--- config.mk ---
export PLATFORM = sky130hd
export DESIGN_NAME = topDistribution
export DESIGN_NICKNAME = d
export VERILOG_FILES = /design/src/topDistPkg.sv /design/src/delayLine.sv /design/src/topTransmitter.sv /design/src/topReceiver.sv /design/src/topManager.sv /design/src/topDistribution.sv
export SDC_FILE = /design/constraint.sdc
export NUM_CORES = 1
export LEC_CHECK = 0
export BUFFER_PORTS_ARGS = -buffer_cell sky130_fd_sc_hd__buf_2
export CAP_MARGIN = 30
export CORE_MARGIN = 2
export CORE_UTILIZATION = 35
export CTS_CLUSTER_DIAMETER = 120
export DETAILED_ROUTE_END_ITERATION = 10
export PLACE_DENSITY = 0.59
export SETUP_SLACK_MARGIN = 0.02
export SYNTH_ARGS = -nofsm -noshare
export SYNTH_HDL_FRONTEND = slang
export SYNTH_SLANG_ARGS = --single-unit
--- constraint.sdc ---
create_clock -name clk -period 1.9 [get_ports clk]
set_input_delay 0.095 -clock clk [delete_from_list [all_inputs] [get_ports clk]]
set_output_delay 0.095 -clock clk [all_outputs]
set_load 0.02 [all_outputs]
--- src/topDistPkg.sv ---
package topDistPkg;

    // Size of one configuration word.
    localparam int TOP_WIDTH = 128;

    // Width of the serial channel, which is one data wire and one control wire.
    localparam int CHANNEL_WIDTH = 2;

    // Step counter covers 256 half-bit steps plus the done bit on top.
    localparam int INDEX_WIDTH = 9;

    // Bits of the step counter that pick the bit index, dropping the half-bit step.
    localparam int BIT_SEL_WIDTH = INDEX_WIDTH - 2;

    // Cycles after a new top during which pipelineIsEmpty is not trusted.
    localparam int WARMUP_CYCLES = 15;
    localparam int WARMUP_WIDTH = $clog2(WARMUP_CYCLES + 1);

    // Settling time from the last bit until doneTransmitting rises.
    // It must exceed the slowest receiver's route plus capture latency.
    localparam int DONE_DELAY = 12;

    // Receivers on the channel.
    localparam int NUM_RECEIVERS = 4;

    // Route stages in front of receiver 0. Each further receiver adds one stage.
    localparam int ROUTE_BASE_STAGES = 1;

    // One sample of the channel, data in the upper bit and control in the lower bit.
    typedef logic [CHANNEL_WIDTH-1:0] channelT;

endpackage

--- src/delayLine.sv ---
`timescale 1ns/1ps

module delayLine #(
    parameter type dataType = logic,
    parameter int depth = 1
) (
    input  logic    clk,
    input  logic    rst,
    input  dataType in,
    output dataType out
);

    dataType stages [depth]; // Stage 0 takes the input, the last stage drives out.

    always_ff @(posedge clk) begin
        if (rst) begin
            for (int i = 0; i < depth; i++) begin
                stages[i] <= '0;
            end
        end else begin
            stages[0] <= in;
            for (int i = 1; i < depth; i++) begin
                stages[i] <= stages[i-1]; // Each value moves one stage per cycle.
            end
        end
    end

    assign out = stages[depth-1];

endmodule

--- src/topTransmitter.sv ---
`timescale 1ns/1ps

module topTransmitter import topDistPkg::*; (
    input  logic                 clk,
    input  logic                 rst,
    input  logic [TOP_WIDTH-1:0] top,
    input  logic                 transmitTop,
    output logic                 doneTransmitting,
    output channelT              topChannel
);

    // Two steps per bit; the top bit of the counter marks the done state.
    logic [INDEX_WIDTH-1:0]   curIndex;
    logic                     indexDone;
    logic [BIT_SEL_WIDTH-1:0] bitSelector;
    logic                     controlState;
    logic                     topBitstream;

    assign indexDone   = curIndex[INDEX_WIDTH-1];
    assign bitSelector = curIndex[INDEX_WIDTH-2:1]; // Least significant bit goes first.

    always_ff @(posedge clk) begin
        if (rst) begin
            curIndex <= {1'b1, {(INDEX_WIDTH-1){1'b0}}}; // Idle in the done state.
        end else if (transmitTop) begin
            curIndex <= '0; // Held at the start until transmitTop drops.
        end else if (!indexDone) begin
            curIndex <= curIndex + 1'b1;
        end
    end

    // Odd steps flip the control wire, so each bit is stable for a cycle before its edge.
    always_ff @(posedge clk) begin
        if (rst) begin
            controlState <= 1'b0;
        end else if (curIndex[0]) begin
            controlState <= !controlState;
        end
    end

    always_ff @(posedge clk) begin
        topBitstream <= top[bitSelector];
    end

    assign topChannel = {topBitstream, controlState};

    // Gives every receiver time to install the last bit before the manager moves on.
    delayLine #(
        .dataType(logic),
        .depth   (DONE_DELAY)
    ) donePipe (
        .clk(clk),
        .rst(rst),
        .in (indexDone),
        .out(doneTransmitting)
    );

endmodule

--- src/topReceiver.sv ---
`timescale 1ns/1ps

module topReceiver import topDistPkg::*; (
    input  logic                 clk,
    input  logic                 rst,
    input  channelT              topChannel,
    output logic [TOP_WIDTH-1:0] top
);

    logic data;
    logic control;
    logic prevControl;
    logic dataD;
    logic dataDD;
    logic transmitD;
    logic transmitDD;

    // Input register gives the long route some extra slack.
    always_ff @(posedge clk) begin
        if (rst) begin
            control     <= 1'b0;
            prevControl <= 1'b0;
            transmitD   <= 1'b0;
            transmitDD  <= 1'b0;
        end else begin
            control     <= topChannel[0];
            prevControl <= control;
            transmitD   <= control ^ prevControl; // A bit is taken on every control toggle.
            transmitDD  <= transmitD;
        end
    end

    // Data follows the same two stages as the toggle detection.
    always_ff @(posedge clk) begin
        data   <= topChannel[1];
        dataD  <= data;
        dataDD <= dataD;
    end

    // Shifting in from the top puts the first bit at index 0 after a full word.
    always_ff @(posedge clk) begin
        if (rst) begin
            top <= '0;
        end else if (transmitDD) begin
            top <= {dataDD, top[TOP_WIDTH-1:1]};
        end
    end

endmodule

--- src/topManager.sv ---
`timescale 1ns/1ps

module topManager import topDistPkg::*; (
    input  logic                 clk,
    input  logic                 rst,
    input  logic [TOP_WIDTH-1:0] topIn,
    input  logic                 topInValid,
    output logic                 stallInput,
    input  logic                 pipelineIsEmpty,
    output logic                 transmitTop,
    output logic [TOP_WIDTH-1:0] top,
    input  logic                 doneTransmitting
);

    logic [TOP_WIDTH-1:0]    topInWaiting;
    logic                    isTopInWaiting;
    logic [WARMUP_WIDTH-1:0] cyclesSinceTopStart;
    logic                    newTopWarmingUp;

    assign newTopWarmingUp = cyclesSinceTopStart != WARMUP_CYCLES[WARMUP_WIDTH-1:0];

    // pipelineIsEmpty may still reflect the old top for a while after a new one arrives.
    always_ff @(posedge clk) begin
        if (rst || topInValid) begin
            cyclesSinceTopStart <= '0;
        end else if (newTopWarmingUp) begin
            cyclesSinceTopStart <= cyclesSinceTopStart + 1'b1;
        end
    end

    // Keep the transmitter parked at its start while the pipeline is still busy.
    always_ff @(posedge clk) begin
        if (rst) begin
            transmitTop <= 1'b0;
        end else begin
            transmitTop <= isTopInWaiting && (!pipelineIsEmpty || newTopWarmingUp);
        end
    end

    // A new top always wins, even over one that is halfway out.
    always_ff @(posedge clk) begin
        if (rst) begin
            isTopInWaiting <= 1'b0;
        end else if (topInValid) begin
            isTopInWaiting <= 1'b1;
        end else if (doneTransmitting && !newTopWarmingUp) begin
            isTopInWaiting <= 1'b0; // Stale done from the previous top is masked by warm-up.
        end
    end

    always_ff @(posedge clk) begin
        if (topInValid) begin
            topInWaiting <= topIn;
        end
    end

    assign top        = topInWaiting;
    assign stallInput = isTopInWaiting;

endmodule

--- src/topDistribution.sv ---
`timescale 1ns/1ps

module topDistribution import topDistPkg::*; (
    input  logic                                     clk,
    input  logic                                     rst,
    input  logic [TOP_WIDTH-1:0]                     topIn,
    input  logic                                     topInValid,
    output logic                                     stallInput,
    input  logic                                     pipelineIsEmpty,
    output logic [NUM_RECEIVERS-1:0][TOP_WIDTH-1:0] receivedTops
);

    logic                 transmitTop;
    logic [TOP_WIDTH-1:0] pendingTop;
    logic                 doneTransmitting;
    channelT              topChannel;
    channelT              routedChannel [NUM_RECEIVERS]; // Channel as seen at each receiver.

    topManager manager (
        .clk             (clk),
        .rst             (rst),
        .topIn           (topIn),
        .topInValid      (topInValid),
        .stallInput      (stallInput),
        .pipelineIsEmpty (pipelineIsEmpty),
        .transmitTop     (transmitTop),
        .top             (pendingTop),
        .doneTransmitting(doneTransmitting)
    );

    topTransmitter transmitter (
        .clk             (clk),
        .rst             (rst),
        .top             (pendingTop),
        .transmitTop     (transmitTop),
        .doneTransmitting(doneTransmitting),
        .topChannel      (topChannel)
    );

    for (genvar i = 0; i < NUM_RECEIVERS; i++) begin : genReceivers
        // Farther receivers sit behind more route registers.
        delayLine #(
            .dataType(channelT),
            .depth   (ROUTE_BASE_STAGES + i)
        ) route (
            .clk(clk),
            .rst(rst),
            .in (topChannel),
            .out(routedChannel[i])
        );

        topReceiver receiver (
            .clk       (clk),
            .rst       (rst),
            .topChannel(routedChannel[i]),
            .top       (receivedTops[i])
        );
    end

endmodule

Word-level counts from Yosys, hierarchy flattened
Memory sizes are Yosys's and may differ from the RTL's.
Index checks and enable logic that the tools add are counted.
{"block": "totals", "ff_bits": 685, "output_inout_bits": 513, "ramBits": 32, "mem_count": 5, "word_cells": 116, "inputBits": 132}
{"block": "op_classes", "n_mux": 32, "addsub": 2, "eq_ne": 1, "reduce_logical": 10, "n_bitwise": 25, "n_lt_le_gt_ge": 1}
{"name": "transmitter.donePipe.stages", "words": 12, "word_bits": 1, "rd": 12, "rd_ports_with_merged_regs": 0, "write_ports": 12, "line_no": "delayLine.sv:13", "text": "dataType stages [depth];"}
{"name": "genReceivers[3].route.stages", "words": 4, "word_bits": 2, "rd": 4, "rd_ports_with_merged_regs": 0, "write_ports": 4, "line_no": "delayLine.sv:13"}
{"name": "genReceivers[2].route.stages", "words": 3, "word_bits": 2, "rd": 3, "rd_ports_with_merged_regs": 0, "write_ports": 3, "line_no": "delayLine.sv:13"}
{"name": "genReceivers[1].route.stages", "words": 2, "word_bits": 2, "rd": 2, "rd_ports_with_merged_regs": 0, "write_ports": 2, "line_no": "delayLine.sv:13"}
{"name": "genReceivers[0].route.stages", "words": 1, "word_bits": 2, "rd": 1, "rd_ports_with_merged_regs": 0, "write_ports": 1, "line_no": "delayLine.sv:13"}
{"operator": "$or A1 B1 Y1", "n": 21}
{"operator": "$mux W2", "n": 10}
{"operator": "$mux W1", "n": 19}
{"operator": "$mux W9", "n": 2}
{"operator": "$add A9 B1 Y9 const B", "n": 1}
{"operator": "$lt A7 B8 Y1 const B", "n": 1}
{"operator": "$bmux W1 S7", "n": 1}
{"operator": "$add A4 B1 Y4 const B", "n": 1}
{"operator": "$ne A4 B4 Y1 const B", "n": 1}
{"operator": "$reduce_or A2 Y1", "n": 2}
{"operator": "$xor A1 B1 Y1", "n": 4}
{"operator": "$logic_not A1 Y1", "n": 3}
{"operator": "$logic_and A1 B1 Y1", "n": 2}
{"operator": "$logic_or A1 B1 Y1", "n": 2}
{"operator": "$reduce_bool A2 Y1", "n": 1}

Depth between registers and ports, before layout
Gate-level depths: netlist (run 1).
{"block": "depth", "ltp_word": 5, "depth_mapped": 8, "depth_no_buf": 5}

Hierarchy
A second synthesis (run 1) with hierarchy kept.
{"block": "unflattened", "hier_cells": 2068, "area_unflattened_um2": 26085.0}
{"mod": "topReceiver", "seq_area_each_um2": 2702.6, "instances": 4, "cells_each": 425, "area_each_um2": 4835.9}
{"mod": "topManager", "seq_area_each_um2": 3963.8, "instances": 1, "cells_each": 154, "area_each_um2": 4119.0}
{"mod": "topTransmitter", "seq_area_each_um2": 220.2, "instances": 1, "cells_each": 145, "area_each_um2": 1700.4}
{"mod": "delayLine (transmitter.donePipe)", "seq_area_each_um2": 240.2, "instances": 1, "cells_each": 25, "area_each_um2": 366.6}
{"mod": "delayLine (genReceivers[3].route)", "seq_area_each_um2": 160.2, "instances": 1, "cells_each": 16, "area_each_um2": 210.2}
{"mod": "delayLine (genReceivers[2].route)", "seq_area_each_um2": 120.1, "instances": 1, "cells_each": 14, "area_each_um2": 172.7}
{"mod": "delayLine (genReceivers[1].route)", "seq_area_each_um2": 80.1, "instances": 1, "cells_each": 10, "area_each_um2": 120.1}
{"mod": "delayLine (genReceivers[0].route)", "seq_area_each_um2": 40.0, "instances": 1, "cells_each": 4, "area_each_um2": 52.6}

Worst setup path before layout (run 1)
No wires, ideal clock.
{"block": "synth_path", "path_type": "register to register", "from": "register transmitter.curIndex[1]", "to": "register transmitter.topBitstream", "n_path_buf": 3, "t_required_ns": 1.772, "path_stages_with_launch": 9, "setup_ns": 0.128, "arrival_ns": 1.813, "period_less_slack_ns": 1.941, "path_slack_ns": -0.041, "path_cell_list": "dfxtp_1 -> buf_2 -> buf_4 -> buf_2 -> mux2_2 -> a221oi_1 -> o211ai_1 -> nand3_1 -> a32oi_1"}
{"block": "synth_between", "elab_chain_cells": 2}
{"item": "start: declaration", "line_no": "topTransmitter.sv:13", "text": "logic [INDEX_WIDTH-1:0] curIndex;"}
{"item": "start signal: assignment", "line_no": "topTransmitter.sv:24", "text": "curIndex <= {1'b1, {(INDEX_WIDTH-1){1'b0}}};"}
{"item": "start signal: assignment", "line_no": "topTransmitter.sv:28", "text": "curIndex <= curIndex + 1'b1;"}
{"item": "$bmux W1 S7", "line_no": "topTransmitter.sv:42", "text": "topBitstream <= top[bitSelector];"}
{"item": "$mux W1 (implied by the code)", "line_no": "topTransmitter.sv:42"}
{"item": "end signal: assignment", "line_no": "topTransmitter.sv:42"}
{"item": "end: declaration", "line_no": "topTransmitter.sv:17", "text": "logic topBitstream;"}
Every way passes these cells. The select of a mux whose other input is x is not followed.
A chain may end at the register's enable or synchronous reset.

Worst setup path in the final report (run 1)
Same ends and word-level chain as after synthesis.

==> results of run 1 <==
-- synth_stat cells, types with 6 or more instances --
cell type / instances / area, µm²
mux2i_1: 521 / 5220
nand3_1: 7 / 35.0
nor2_1: 532 / 2000
nor2b_1: 28 / 175
edfxtp_1: 128 / 3840
dfxtp_1: 571 / 11400
mux4_2: 30 / 676
nand2_1: 7 / 26.3
mux2_2: 6 / 67.6
clkbuf_1: 79 / 297
buf_2: 11 / 55.1
buf_1: 38 / 143
xnor2_1: 9 / 78.8
-- layout make-up --
| class | instances | area, µm² |
|---|---|---|
| clock buffers | 110 | 2190 |
| fillers | 6282 | 36200 |
| multi-input cells | 1186 | 8620 |
| repair buffers | 822 | 5170 |
| clock inverters | 23 | 163 |
| well taps | 931 | 1160 |
| flip-flops and latches | 699 | 15300 |
| inverters | 2 | 7.51 |
-- layer usage --
metal  GRT usage [%]  vias up
li1                -     8418
met1            19.7     8453
met2            29.5      524
met3            4.56      128
met4            7.02        0
met5               0        -
-- critical path, delay by kind of cell (launching register included) --
| kind | cells | cell delay [ps] |
|---|---|---|
| AOI/OAI and AO/OA | 2 | 190 |
| DFF | 1 | 420 |
| and+or+nand+nor | 1 | 160 |
| muxes | 2 | 1020 |
-- stage by stage --
stage | TNS, ps | utilization, % | hold slack (ps) | instances
2_1_floorplan | 0 | - | 172 | 2018
3_3_place_gp | -135 | 42.0 | 272 | 3506
3_5_place_dp | -114 | 42.0 | 273 | 3506
4_1_cts | -15.4 | 47.3 | 106 | 3769
5_1_grt | -56.1 | 47.4 | 134 | 3773
6_report | -6.97 | 47.4 | 125 | 3773
-- layout by cell type (no fill, tap or decap), types with 5 or more instances in the layout --
master / Yosys / routed
buf_2: 11 / 642
dfxtp_1: 571 / 566
nor2_1: 532 / 532
mux2i_1: 521 / 521
dlygate4sd3_1: 0 / 130
edfxtp_1: 128 / 128
clkbuf_16: 0 / 78
mux4_2: 30 / 30
nor2b_1: 28 / 28
buf_4: 3 / 27
buf_12: 0 / 22
clkbuf_1: 79 / 20
clkinv_2: 0 / 16
clkbuf_8: 0 / 12
xnor2_1: 9 / 9
nand2_1: 7 / 7
nand3_1: 7 / 7
mux2_2: 6 / 6
dfxtp_4: 0 / 5
-- final timing paths --
kind,end,cells after the start,startpoint,slack [ps]
worst max-delay path,transmitter.topBitstream,5,transmitter.curIndex[1],-7
worst min-delay path,manager.top[114],2,topInValid,130
worst max register to register,transmitter.topBitstream,5,transmitter.curIndex[1],-7
worst min register to register,genReceivers[2].receiver.dataDD,0,genReceivers[2].receiver.dataD,320
-- cell families after synthesis --
| kind of cell | Yosys count |
|---|---|
| mux | 557 |
| xor+xnor | 12 |
| simple gates | 593 |
| buf+inv | 133 |
| fa+ha+maj | 2 |
| flops | 699 |
| compound gates | 22 |
-- registers in the layout (all words and copies together) (netlist names) --
name                               count
genReceivers.receiver.data             4
genReceivers.receiver.dataD            4
genReceivers.receiver.dataDD           4
genReceivers.receiver.prevControl      2
genReceivers.receiver.top            512
genReceivers.receiver.transmitD        4
genReceivers.receiver.transmitDD       4
genReceivers.route.stages              8
manager.cyclesSinceTopStart            4
manager.stallInput                     1
manager.top                          128
manager.transmitTop                    1
transmitter.controlState               1
transmitter.curIndex                   9
transmitter.donePipe.stages           12
transmitter.topBitstream               1
-- repair_timing --
action / CTS / global route
pin swaps: 1 / 1
hold buffers: 130 / 0
gates cloned: 0 / 0
endpoints found under the setup margin: 1 / 1
endpoints found under the hold margin: 151 / 0
setup buffers: 0 / 4
gates resized for setup: 3 / 2
-- power by group through the flow --
stage / clock (mW) / sequential [mW] / combinational, mW
after floorplan: 0 / 15.7 / 0.337
after global placement: 0 / 15.8 / 0.652
after detailed placement: 0 / 15.8 / 0.664
after CTS: 14.3 / 15.4 / 0.871
after global routing: 14.9 / 15.5 / 0.948
final: 13.9 / 15.4 / 0.878
==> summary.md, run 1 <==
The via count of the first global-routing pass is 17100. In this design, the stage delay of the slowest critical-path cell is 530 ps. In this run the remaining antenna-violating nets after routing total 0. The clock tree root driver cell was clkbuf_16.

For the total wire length, the log shows 64.0 mm. Yosys printed 0 warnings. Clock latency on the worst-skew pair, taken at its later pin, is 610 ps.

The fraction of power spent switching nets is 21.1%. At the end of routability-driven placement, the weighted congestion stood at 0.813. The power density relative to cell area was 927 mW/mm²; the number of register bits inferred by synthesis was 699. The run finished, with violations left.

The number of nets in the synthesized netlist is 2152. After detailed routing, the met2 layer carries 31.9 mm of wire. After layout, the worst path uses 100% of the clock period. The type of destination of the critical path is a flop.

The start-to-end type of the worst setup path is reg2reg. Of the total synthesized cell area, the portion taken by full adders, half adders and majority gates is 0.103%. The tools report the setup-violating endpoint count in the final report as 1. The tools report the number of distinct standard cells referenced by the synthesized netlist as 39.

After detailed routing, the average wire length per cell comes to 17.0 µm. The logs give -6.97 ps for the final critical-path setup slack and 134 for the pin count of the biggest net entering global routing. The total clock buffers created by CTS was 76; the post-synthesis share of cell area spent on and, or, nand and nor gates was 9.65%. The proportion of synthesized chip area in sequential cells is 62.6%. The run gives 0.0326 mm² as the area of all placed cells without fillers. The cell area that synthesis handed to floorplanning was 0.0244 mm². The tools report the required arrival time at the worst endpoint as 2380 ps.

The pin slew with the least headroom to its limit is 673 ps. For the wire length on met1, the log shows 25.5 mm. The worst hold path belongs to the class in2reg. Total vias in the final route: 17500. The highest layer touched by signal routing is met4. Using the TritonRoute via totals, the vias-per-cell ratio works out to 4.64. The number of antenna diodes in the final layout is 0. The logs give 6.37 mW for the switching power total and 699 for the number of sinks on the clock net.

The number of hold violations in the final report came out at 0. Cell type of the slowest stage on the worst timing path: mux4_2. For this configuration, the core starts out at a cell density of 35.4%.

The logs give 922 for the number of DRC violations after detailed-routing iteration 0 and 46.0% for the clock power share. Summing internal, switching and leakage power gives 30.2 mW. Derived from the worst setup path, the maximum achievable clock frequency is 524 MHz. Combinational logic is responsible for 2.9% of the overall power. The logs give 51.1% for the part of the total power dissipated in sequential elements and 23.9 mW for the total internal power. The number of ports placed on the die boundary was 645; the wire length on met3 was 4.39 mm. The tool flagged a number of max-cap violations equal to 0. The synthesized area divided by synthesized cell count was 12.1 µm²; the detailed placer's ending HPWL was 45.0 mm. The run gives 2018 as the count of mapped cells out of synthesis. The compound-gate portion of the synthesized area came out at 0.636%.

The multiplexer share of the synthesized area was 24.4%. Worst-case clock skew: 28.3 ps. The total area inside the core boundary comes to 0.0688 mm². CTS built an H-tree with a depth of 3. The checks that failed: negative setup slack.

The tools report the placement row count as 96. Largest family of logic cells by synthesized area: multiplexers. In this run the deepest clock path goes through 3 buffers. The wire length of the first global-routing pass is 96.1 mm, and the largest fanout on the critical path is 6. IR analysis of the VDD net gives a maximum drop of 0.610 mV. The worst setup slack after placement was -114 ps; the clock transition time at the flip-flop clock pins of the worst setup and hold paths was 60 ps.

The xor and xnor area share after synthesis was 0.431%; the count of flip-flops with a built-in enable after synthesis was 128. The floorplan die area is 0.0718 mm², and the share of final-layout standard cells stronger than drive strength 1 is 29.9%. The logs give 0 for the count of final max-slew check failures and 16.9% for the total global-route track usage. Setup repair after global routing could not meet its margin everywhere.

At the end of the flow, the number of nets in the layout was 2921. Summed over all cells, the static leakage comes to 13.2 nW. From synthesis to final layout, the design area changed by 33.7%. For the number of antenna violations at the first check in global routing, the log shows 0. The die is 268 µm tall. The relative max-transition margin is 55.2%.

TritonCTS built the clock tree. The total placed instance area is 0.0289 mm². Traced cell by cell, the critical path runs through mux4_2, mux4_2, and2_4, o21ai_2, a32oi_1. The number of port buffers works out to 644. The first TritonRoute pass finished after 5 iterations. For this run, design rule violations remaining after detail routing come to 0. The worst path needs 1910 ps of the cycle, external delays included. Share of synthesized flip-flops with an asynchronous set or reset: 0%. The width of the die was 268 µm. The kind of start point of the critical path is a flop.

At the worst endpoint, the arrival time is 2390 ps. For the total overflow reported by the global router, the log shows 0. Among all flip-flop cells after synthesis, the most frequent one is dfxtp_1. Cell occurring most often along the worst timing path: mux4_2.
(Power assumes the default switching activity.)
==> inputs of run 2 (changes only) <==
--- a/config.mk
+++ b/config.mk
@@ -11,8 +11,9 @@
 export CORE_UTILIZATION = 35
 export CTS_CLUSTER_DIAMETER = 120
 export DETAILED_ROUTE_END_ITERATION = 10
-export PLACE_DENSITY = 0.59
+export PLACE_DENSITY = 0.58
 export SETUP_SLACK_MARGIN = 0.02
 export SYNTH_ARGS = -nofsm -noshare
 export SYNTH_HDL_FRONTEND = slang
+export SYNTH_HIERARCHICAL = 1
 export SYNTH_SLANG_ARGS = --single-unit
==> run 2 against run 1 <==
Against the previous run:
- the run still ends with negative setup slack left
- critical path depth did not move
- register-to-register slack got worse by 20 ps
- combinational power rose by 5.8%
- clock power rose by 12%
- sequential power rose by 3%
- global-route usage fell by 0.49 points
- via count rose by 2.0%
- flip-flop and latch count rose by 18
- core utilization fell by 1.9 points
- critical path type unchanged
- critical endpoint is now transmitter/topBitstream
- highest routed layer unchanged
==> summary.md, run 2 <==
Kind of start point of the critical path: a flop (unchanged). Worst setup slack after placement: -131 ps (was -114 ps). The cell type contributing the most total cell area after synthesis was dfxtp_1 (unchanged). The number of register bits inferred by synthesis was 717 (was 699). The peak supply drop is 0.852 mV (was 0.610 mV), and the endpoint arrival time on the critical path is 2430 ps (was 2390 ps). The layout-stage area growth over the synthesis result is 29.0% (was 33.7%). The logs give 0.0261 mm² (was 0.0244 mm²) for the netlist area before placement and 17800 (was 17100) for the via count of the first global-routing pass.

The flip-flop count of the largest register, all copies and words added was 512 (unchanged); the placement row count was 100 (was 96). The per-cell via count in the routed design is 4.62 (was 4.64), and the first-pass detailed-route iteration total is 5 (unchanged). Number of port buffers: 644 (unchanged).

The most frequent standard cell in the layout excluding fill and tap cells is buf_2 (unchanged). Number of DRC violations after detailed-routing iteration 0: 823 (was 922). The run gives 645 (unchanged) as the number of ports placed on the die boundary. The share of the core filled with cells in the final layout is 45.4% (was 47.4%), and the average wire length per cell after detail routing is 17.0 µm (about the same).

The start-to-end type of the worst setup path is reg2reg (unchanged). Initial standard-cell utilization of the core: 35.2% (was 35.4%). Share of the clock period used by the worst path: 102% (was 100%). The largest register by flop count was genReceivers.receiver/top (was genReceivers.receiver.top).

The logs give 48.9% (was 51.1%) for the part of the total power dissipated in sequential elements and 2967 (was 2921) for the final layout net count. Highest achievable clock rate: 518 MHz (was 524 MHz). The count of mapped cells out of synthesis is 2068 (was 2018). The leakage component of the power came out at 13.6 nW (was 13.2 nW). The synthesized area divided by synthesized cell count was 12.6 µm² (was 12.1 µm²); the number of max-capacitance violations reported was 0 (unchanged). For the total clock buffers created by CTS, the log shows 79 (was 76).

The relative max-transition margin was 54.8% (was 55.2%); the fraction of power spent switching nets was 21.2% (was 21.1%). The deepest clock path buffer count is 3 (unchanged). Setup repair after global routing could not meet its margin everywhere. The run gives 16.4% (was 16.9%) as the total global-route track usage. The count of final max-slew check failures is 0 (unchanged), and the clock transition time at the flip-flop clock pins of the worst setup and hold paths is 60 ps (about the same).

The total negative setup slack came out at -29.2 ps (was -6.97 ps). The post-detailed-route count of antenna-violating nets is 0 (unchanged). The power density relative to cell area works out to 963 mW/mm² (was 927 mW/mm²). The run finished, with violations left. The run gives 6.87 mW (was 6.37 mW) as the switching power total. The setup-violating endpoint count in the final report is 1 (unchanged), and the share of synthesized flip-flops with an asynchronous set or reset is 0% (unchanged). The clock power share was 48.2% (was 46.0%).

Floorplan die area: 0.0767 mm² (was 0.0718 mm²). Pin slew with the least headroom to its limit: 678 ps (was 673 ps). The logs give 2 (was 0) for the number of antenna violations at the first check in global routing and 56 (was 39) for the number of distinct standard cells referenced by the synthesized netlist. The largest fanout on the critical path works out to 7 (was 6). Post-synth top cells: dfxtp_1, mux2i_1, nor2_1 (was dfxtp_1, nor2_1, mux2i_1). The total vias in the final route was 17900 (was 17500). The tools report the proportion of synthesized chip area in sequential cells as 59.9% (was 62.6%). Violations in the final reports: negative setup slack (unchanged). The share of final-layout standard cells stronger than drive strength 1 works out to 30.1% (was 29.9%). The run gives -29.2 ps (was -6.97 ps) as the final critical-path setup slack.

The run gives 0.0741 mm² (was 0.0688 mm²) as the placeable core region. The worst-case clock skew came out at 32.4 ps (was 28.3 ps). The area share of the largest cell type after synthesis was 45.2% (was 46.9%). The type of destination of the critical path was a flop (unchanged). For the number of nets in the synthesized netlist, the log shows 2202 (was 2152). The width of the die came out at 277 µm (was 268 µm). The logs give 0 (unchanged) for the DRC violation count after routing and 102 mm (was 96.1 mm) for the wire length of the first global-routing pass.

The run gives 65.9 mm (was 64.0 mm) as the total wire length. The total internal power is 25.5 mW (was 23.9 mW), and the total overflow reported by the global router is 0 (unchanged). The run gives 6 (was 0) as the total of warnings raised by yosys. The detailed placer's ending HPWL was 44.3 mm (was 45.0 mm). TritonCTS built the clock tree. The path category of the worst min-delay check is in2reg (unchanged). The run gives 3 (unchanged) as the H-tree depth reported by CTS. The minimum period implied by the final worst setup slack was 1930 ps (was 1910 ps). The tools report the clock tree root driver cell as clkbuf_16 (unchanged). The run gives 91 (was 134) as the pin count of the biggest net entering global routing. The count of flip-flops with a built-in enable after synthesis works out to 128 (unchanged).

The logs give 0.835 (was 0.813) for the final estimated routing congestion in global placement and 717 (was 699) for the number of sinks on the clock net. The cell with the most instances after synthesis was dfxtp_1 (unchanged). The worst-skew pair later-pin latency was 620 ps (was 610 ps). Leading cell types in the layout, fill and taps excluded: buf_2, dfxtp_1, mux2i_1 (was buf_2, dfxtp_1, nor2_1). The number of hold violations in the final report was 0 (unchanged).

Cell types occupying the most area after synthesis: dfxtp_1, mux2i_1, edfxtp_1, nor2_1, buf_12 (was dfxtp_1, mux2i_1, edfxtp_1, nor2_1, mux4_2). Predominant post-synthesis flop cell: dfxtp_1 (unchanged). The part of the power in combinational logic was 2.9% (about the same); the vertical die dimension was 277 µm (was 268 µm).

For the required arrival time at the worst endpoint, the log shows 2400 ps (was 2380 ps). Top Registers: genReceivers.receiver/top: 512 flops, manager/top: 128 flops, genReceivers.route/stages: 20 flops (was genReceivers.receiver.top: 512 flops, manager.top: 128 flops, transmitter.donePipe.stages: 12 flops).
run 2: through the flow:
step / power (mW) / instances / hold slack (ps) / instance area, µm²
4_1_cts: 32.9 / 3867 / 14.2 / 33600
5_1_grt: 33.6 / 3869 / 36.6 / 33700
6_report: 32.4 / 3869 / 39.3 / 33700
3_3_place_gp: 16.9 / 3590 / 272 / 29600
3_5_place_dp: 16.9 / 3590 / 274 / 29600
2_1_floorplan: 16.5 / 2068 / 167 / 26100
run 2: per-layer routing:
metal  part of all wire [%]  up-vias  GRT usage, %
met5                      0        -             0
met4                    3.7        0          7.36
met3                    5.9      141          4.06
met2                     50      549          28.7
met1                     40     8598          19.0
li1                       -     8593             -
run 2: final timing paths:
check / startpoint / endpoint / slack [ps] / depth (start not counted)
worst max-delay path: transmitter/curIndex[1] / transmitter/topBitstream / -30 / 5
worst min-delay path: topInValid / manager/top[123] / 40 / 1
worst max register to register: transmitter/curIndex[1] / transmitter/topBitstream / -30 / 5
worst min register to register: genReceivers[1].receiver/dataD / genReceivers[1].receiver/dataDD / 320 / 0
run 2: worst max-delay path, stage by stage (launching register included):
cell	delay, ps
dfxtp_4	440
mux4_2	520
mux4_2	500
o22ai_2	170
a311oi_1	60
a2bb2oi_1	140
run 2: power groups by stage:
| stage | clock network (mW) | logic, mW | registers [mW] |
|---|---|---|---|
| 2_1_floorplan | 0 | 0.400 | 16.1 |
| 3_3_place_gp | 0 | 0.693 | 16.2 |
| 3_5_place_dp | 0 | 0.707 | 16.2 |
| 4_1_cts | 16.1 | 0.918 | 15.8 |
| 5_1_grt | 16.8 | 0.997 | 15.9 |
| 6_report | 15.6 | 0.929 | 15.8 |
run 2: cell families after synthesis:
group | Yosys count | share of synthesized area (%)
AOI/OAI and AO/OA | 26 | 0.724
buffers and inverters | 141 | 6.07
adders and majority gates | 2 | 0.0959
and+or+nand+nor | 608 | 9.68
xor gates and xnor gates | 11 | 0.369
muxes | 563 | 23.1
DFF | 717 | 59.9
run 2: layout make-up:
| type | count | area (µm²) |
|---|---|---|
| diodes | 2 | 5.00 |
| clock buffers | 112 | 2340 |
| clock inverters | 34 | 374 |
| fillers | 6779 | 40400 |
| inverters | 3 | 11.3 |
| multi-input cells | 1210 | 8860 |
| flip-flops and latches | 717 | 15700 |
| well taps | 969 | 1210 |
| repair buffers | 822 | 5200 |
run 2: timing repair:
item / CTS / global route
gates cloned: 0 / 0
endpoints found under the setup margin: 1 / 2
pin swaps: 3 / 0
buffers inserted: 1 / 0
hold buffers: 130 / 0
resized for setup: 4 / 7
endpoints found under the hold margin: 161 / 0
==> inputs of run 3 (changes only) <==
--- a/config.mk
+++ b/config.mk
@@ -11,7 +11,7 @@
 export CORE_UTILIZATION = 35
 export CTS_CLUSTER_DIAMETER = 120
 export DETAILED_ROUTE_END_ITERATION = 10
-export PLACE_DENSITY = 0.58
+export PLACE_DENSITY = 0.56
 export SETUP_SLACK_MARGIN = 0.02
 export SYNTH_ARGS = -nofsm -noshare
 export SYNTH_HDL_FRONTEND = slang
==> constraint.sdc (replaced) <==
create_clock -name clk -period 2 [get_ports clk]
set_input_delay 0.1 -clock clk [delete_from_list [all_inputs] [get_ports clk]]
set_output_delay 0.1 -clock clk [all_outputs]
set_load 0.02 [all_outputs]
==> run 3 against run 2 <==
Against the previous run:
- flip-flop and latch count stayed put
- power decreased by 4.1%
- the flow now finishes without violations
- hold slack improved by 160 ps
==> summary.md, run 3 (synthesis gave the netlist of run 2 again) <==
The tools report the final instance count without filler cells as 3861 (was 3869). The placement row count is 100 (unchanged). The tools report the total inserted antenna cells as 0 (was 2). The share of the core filled with cells in the final layout was 45.4% (about the same). The logs give 65.3 mm (was 65.9 mm) for the total wire length and 2470 ps (was 2430 ps) for the endpoint arrival time on the critical path. The deepest clock path buffer count came out at 3 (unchanged). The detailed placer's ending HPWL came out at 45.1 mm (was 44.3 mm). Number of hold violations in the final report: 0 (unchanged). TritonCTS built the clock tree. The run gives 2490 ps (was 2400 ps) as the required arrival time at the worst endpoint. The setup-violating endpoint count in the final report was 0 (was 1). The flow ran to the end, and the final reports show no timing, DRC or antenna violations.

For the via count of the first global-routing pass, the log shows 17500 (was 17800). The minimum period implied by the final worst setup slack was 1980 ps (was 1930 ps); the first-pass detailed-route iteration total was 5 (unchanged). The power density relative to cell area came out at 924 mW/mm² (was 963 mW/mm²). The flip-flop count of the largest register, all copies and words added was 512 (unchanged). The width of the die is 277 µm (unchanged).

H-tree depth reported by CTS: 3 (unchanged). Path category of the worst min-delay check: in2reg (unchanged). The average wire length per cell after detail routing is 16.9 µm (was 17.0 µm), and the highest achievable clock rate is 504 MHz (was 518 MHz). The most frequent standard cell in the layout excluding fill and tap cells is buf_2 (unchanged). The worst setup slack after placement was -171 ps (was -131 ps). The pin slew with the least headroom to its limit was 621 ps (was 678 ps). For the total vias in the final route, the log shows 17700 (was 17900). The number of max-capacitance violations reported was 0 (unchanged). The kind of start point of the critical path is a flop (unchanged).

The per-cell via count in the routed design works out to 4.59 (was 4.62). The run gives 0.0741 mm² (unchanged) as the placeable core region. The total overflow reported by the global router is 0 (unchanged), and the DRC violation count after routing is 0 (unchanged).

The number of cells on the worst hold path is 2 (was 1). Delay of the slowest cell on the worst path: 530 ps (was 520 ps). Setup repair after global routing could not meet its margin everywhere. The family with the most delay on the worst path was multiplexers (unchanged).

The number of sinks on the clock net came out at 717 (unchanged). The largest register by flop count was genReceivers.receiver/top (unchanged). For the wire length of the first global-routing pass, the log shows 101 mm (was 102 mm).

The layout-stage area growth over the synthesis result was 29.0% (about the same). The tools report the worst-skew pair later-pin latency as 600 ps (was 620 ps). Leading cell types in the layout, fill and taps excluded: buf_2, dfxtp_1, nor2_1, mux2i_1, dlygate4sd3_1 (was buf_2, dfxtp_1, mux2i_1). Start-to-end type of the worst setup path: reg2reg (unchanged). The cell occurring most often along the worst timing path is mux4_2 (unchanged). Leakage component of the power: 13.6 nW (about the same).

End point of the most critical hold path: manager/top[83] (was manager/top[123]). The number of antenna violations at the first check in global routing is 0 (was 2). The count of final max-slew check failures is 0 (unchanged). The tools report the final estimated routing congestion in global placement as 0.807 (was 0.835).

Launch instance of the worst register-to-register path: transmitter/curIndex[1] (unchanged). Top Registers: genReceivers.receiver/top: 512 flops, manager/top: 128 flops, genReceivers.route/stages: 20 flops (unchanged). The slack of the worst reg-to-reg path was 20 ps (was -30 ps); the pin count of the biggest net entering global routing was 78 (was 91). The total global-route track usage was 16.4% (about the same). The run gives 775 (was 823) as the number of DRC violations after detailed-routing iteration 0. The number of buffer and inverter instances along the worst setup path works out to 0 (unchanged). The final layout net count is 2965 (was 2967), and the worst-case clock skew is 21.6 ps (was 32.4 ps). The largest fanout on the critical path is 7 (unchanged). The number of ports placed on the die boundary is 645 (unchanged). Cells along the critical path: mux4_2, mux4_2, o22ai_2, a311oi_2, a2bb2oi_1 (was mux4_2, mux4_2, o22ai_2, a311oi_1, a2bb2oi_1). Share of the clock period used by the worst path: 99.2% (was 102%). The logs give 35.2% (unchanged) for the initial standard-cell utilization of the core and 3584 (was 3590) for the count of placed standard cells including taps. Vertical die dimension: 277 µm (unchanged). The tools report the clock tree root driver cell as clkbuf_16 (unchanged).

The logs give 0.0295 mm² (was 0.0296 mm²) for the total placed instance area and 80 (was 79) for the total clock buffers created by CTS. The area of all placed cells without fillers is 0.0336 mm² (was 0.0337 mm²), and the logic depth of the worst register-to-register path is 5 (unchanged). The peak supply drop was 0.621 mV (was 0.852 mV). Cell type of the slowest stage on the worst timing path: mux4_2 (unchanged). The floorplan die area is 0.0767 mm² (unchanged), and the number of port buffers is 644 (unchanged).

The tools report the type of destination of the critical path as a flop (unchanged). Overall power consumption: 31.1 mW (was 32.4 mW). The post-detailed-route count of antenna-violating nets was 0 (unchanged); the share of final-layout standard cells stronger than drive strength 1 was 30.0% (was 30.1%). The tools report the final critical-path setup slack as 16.2 ps (was -29.2 ps). The critical hold path startpoint is topIn[83] (was topInValid). The clock transition time at the flip-flop clock pins of the worst setup and hold paths was 70 ps (was 60 ps); the relative max-transition margin was 58.6% (was 54.8%). The terminus of the critical flop-to-flop path is transmitter/topBitstream (unchanged).
-- run 3: per-stage QoR --
| stage | setup TNS, ps | hold slack [ps] |
|---|---|---|
| after floorplan | 0 | 172 |
| after global placement | -180 | 277 |
| after detailed placement | -171 | 278 |
| after CTS | -0.357 | 145 |
| after global routing | -40.9 | 172 |
| final | 0 | 198 |
-- run 3: worst max-delay path by stage --
stage	from	to	slack, ps	depth (start not counted)
floorplan	transmitter/curIndex[1]	transmitter/topBitstream	100	6
detailed placement	transmitter/curIndex[1]	transmitter/topBitstream	-170	6
finish	transmitter/curIndex[1]	transmitter/topBitstream	20	5
global placement	transmitter/curIndex[1]	transmitter/topBitstream	-180	6
global route	transmitter/curIndex[1]	transmitter/topBitstream	-40	7
CTS	transmitter/curIndex[1]	transmitter/topBitstream	-0.4	6
-- run 3: layout make-up --
| type | instances | area [µm²] |
|---|---|---|
| well taps | 969 | 1210 |
| multi-input cells | 1210 | 8870 |
| repair buffers | 819 | 5140 |
| inverters | 3 | 11.3 |
| fillers | 6825 | 40400 |
| clock inverters | 34 | 448 |
| clock buffers | 109 | 2300 |
| flip-flops and latches | 717 | 15700 |
-- run 3: worst register-to-register path: stages, from the launching register on --
cell and delay (ps):
dfxtp_4 450, mux4_2 540, mux4_2 520, o22ai_2 190
a311oi_2 50, a2bb2oi_1 140
-- run 3: what timing repair did --
item	in CTS	in global routing
endpoints found under the hold margin	192	0
setup buffers	0	3
gates resized for setup	8	4
hold buffers	131	0
pin swaps	3	1
endpoints found under the setup margin	1	1
-- run 3: routing by layer --
layer / share of wire (%) / GRT usage [%] / wire length (µm)
met1: 40 / 18.6 / 26100
met2: 51 / 29.5 / 33400
met3: 5.2 / 3.67 / 3370
met4: 3.8 / 6.79 / 2450
met5: 0 / 0 / 0
-- run 3: where the power goes --
group	total (mW)	switching, mW	leakage (nW)	internal (mW)
registers	15.1	0.0928	6.00	15.0
logic	0.867	0.424	6.23	0.443
clock network	15.2	5.81	1.37	9.36
total	31.1	6.33	13.6	24.8
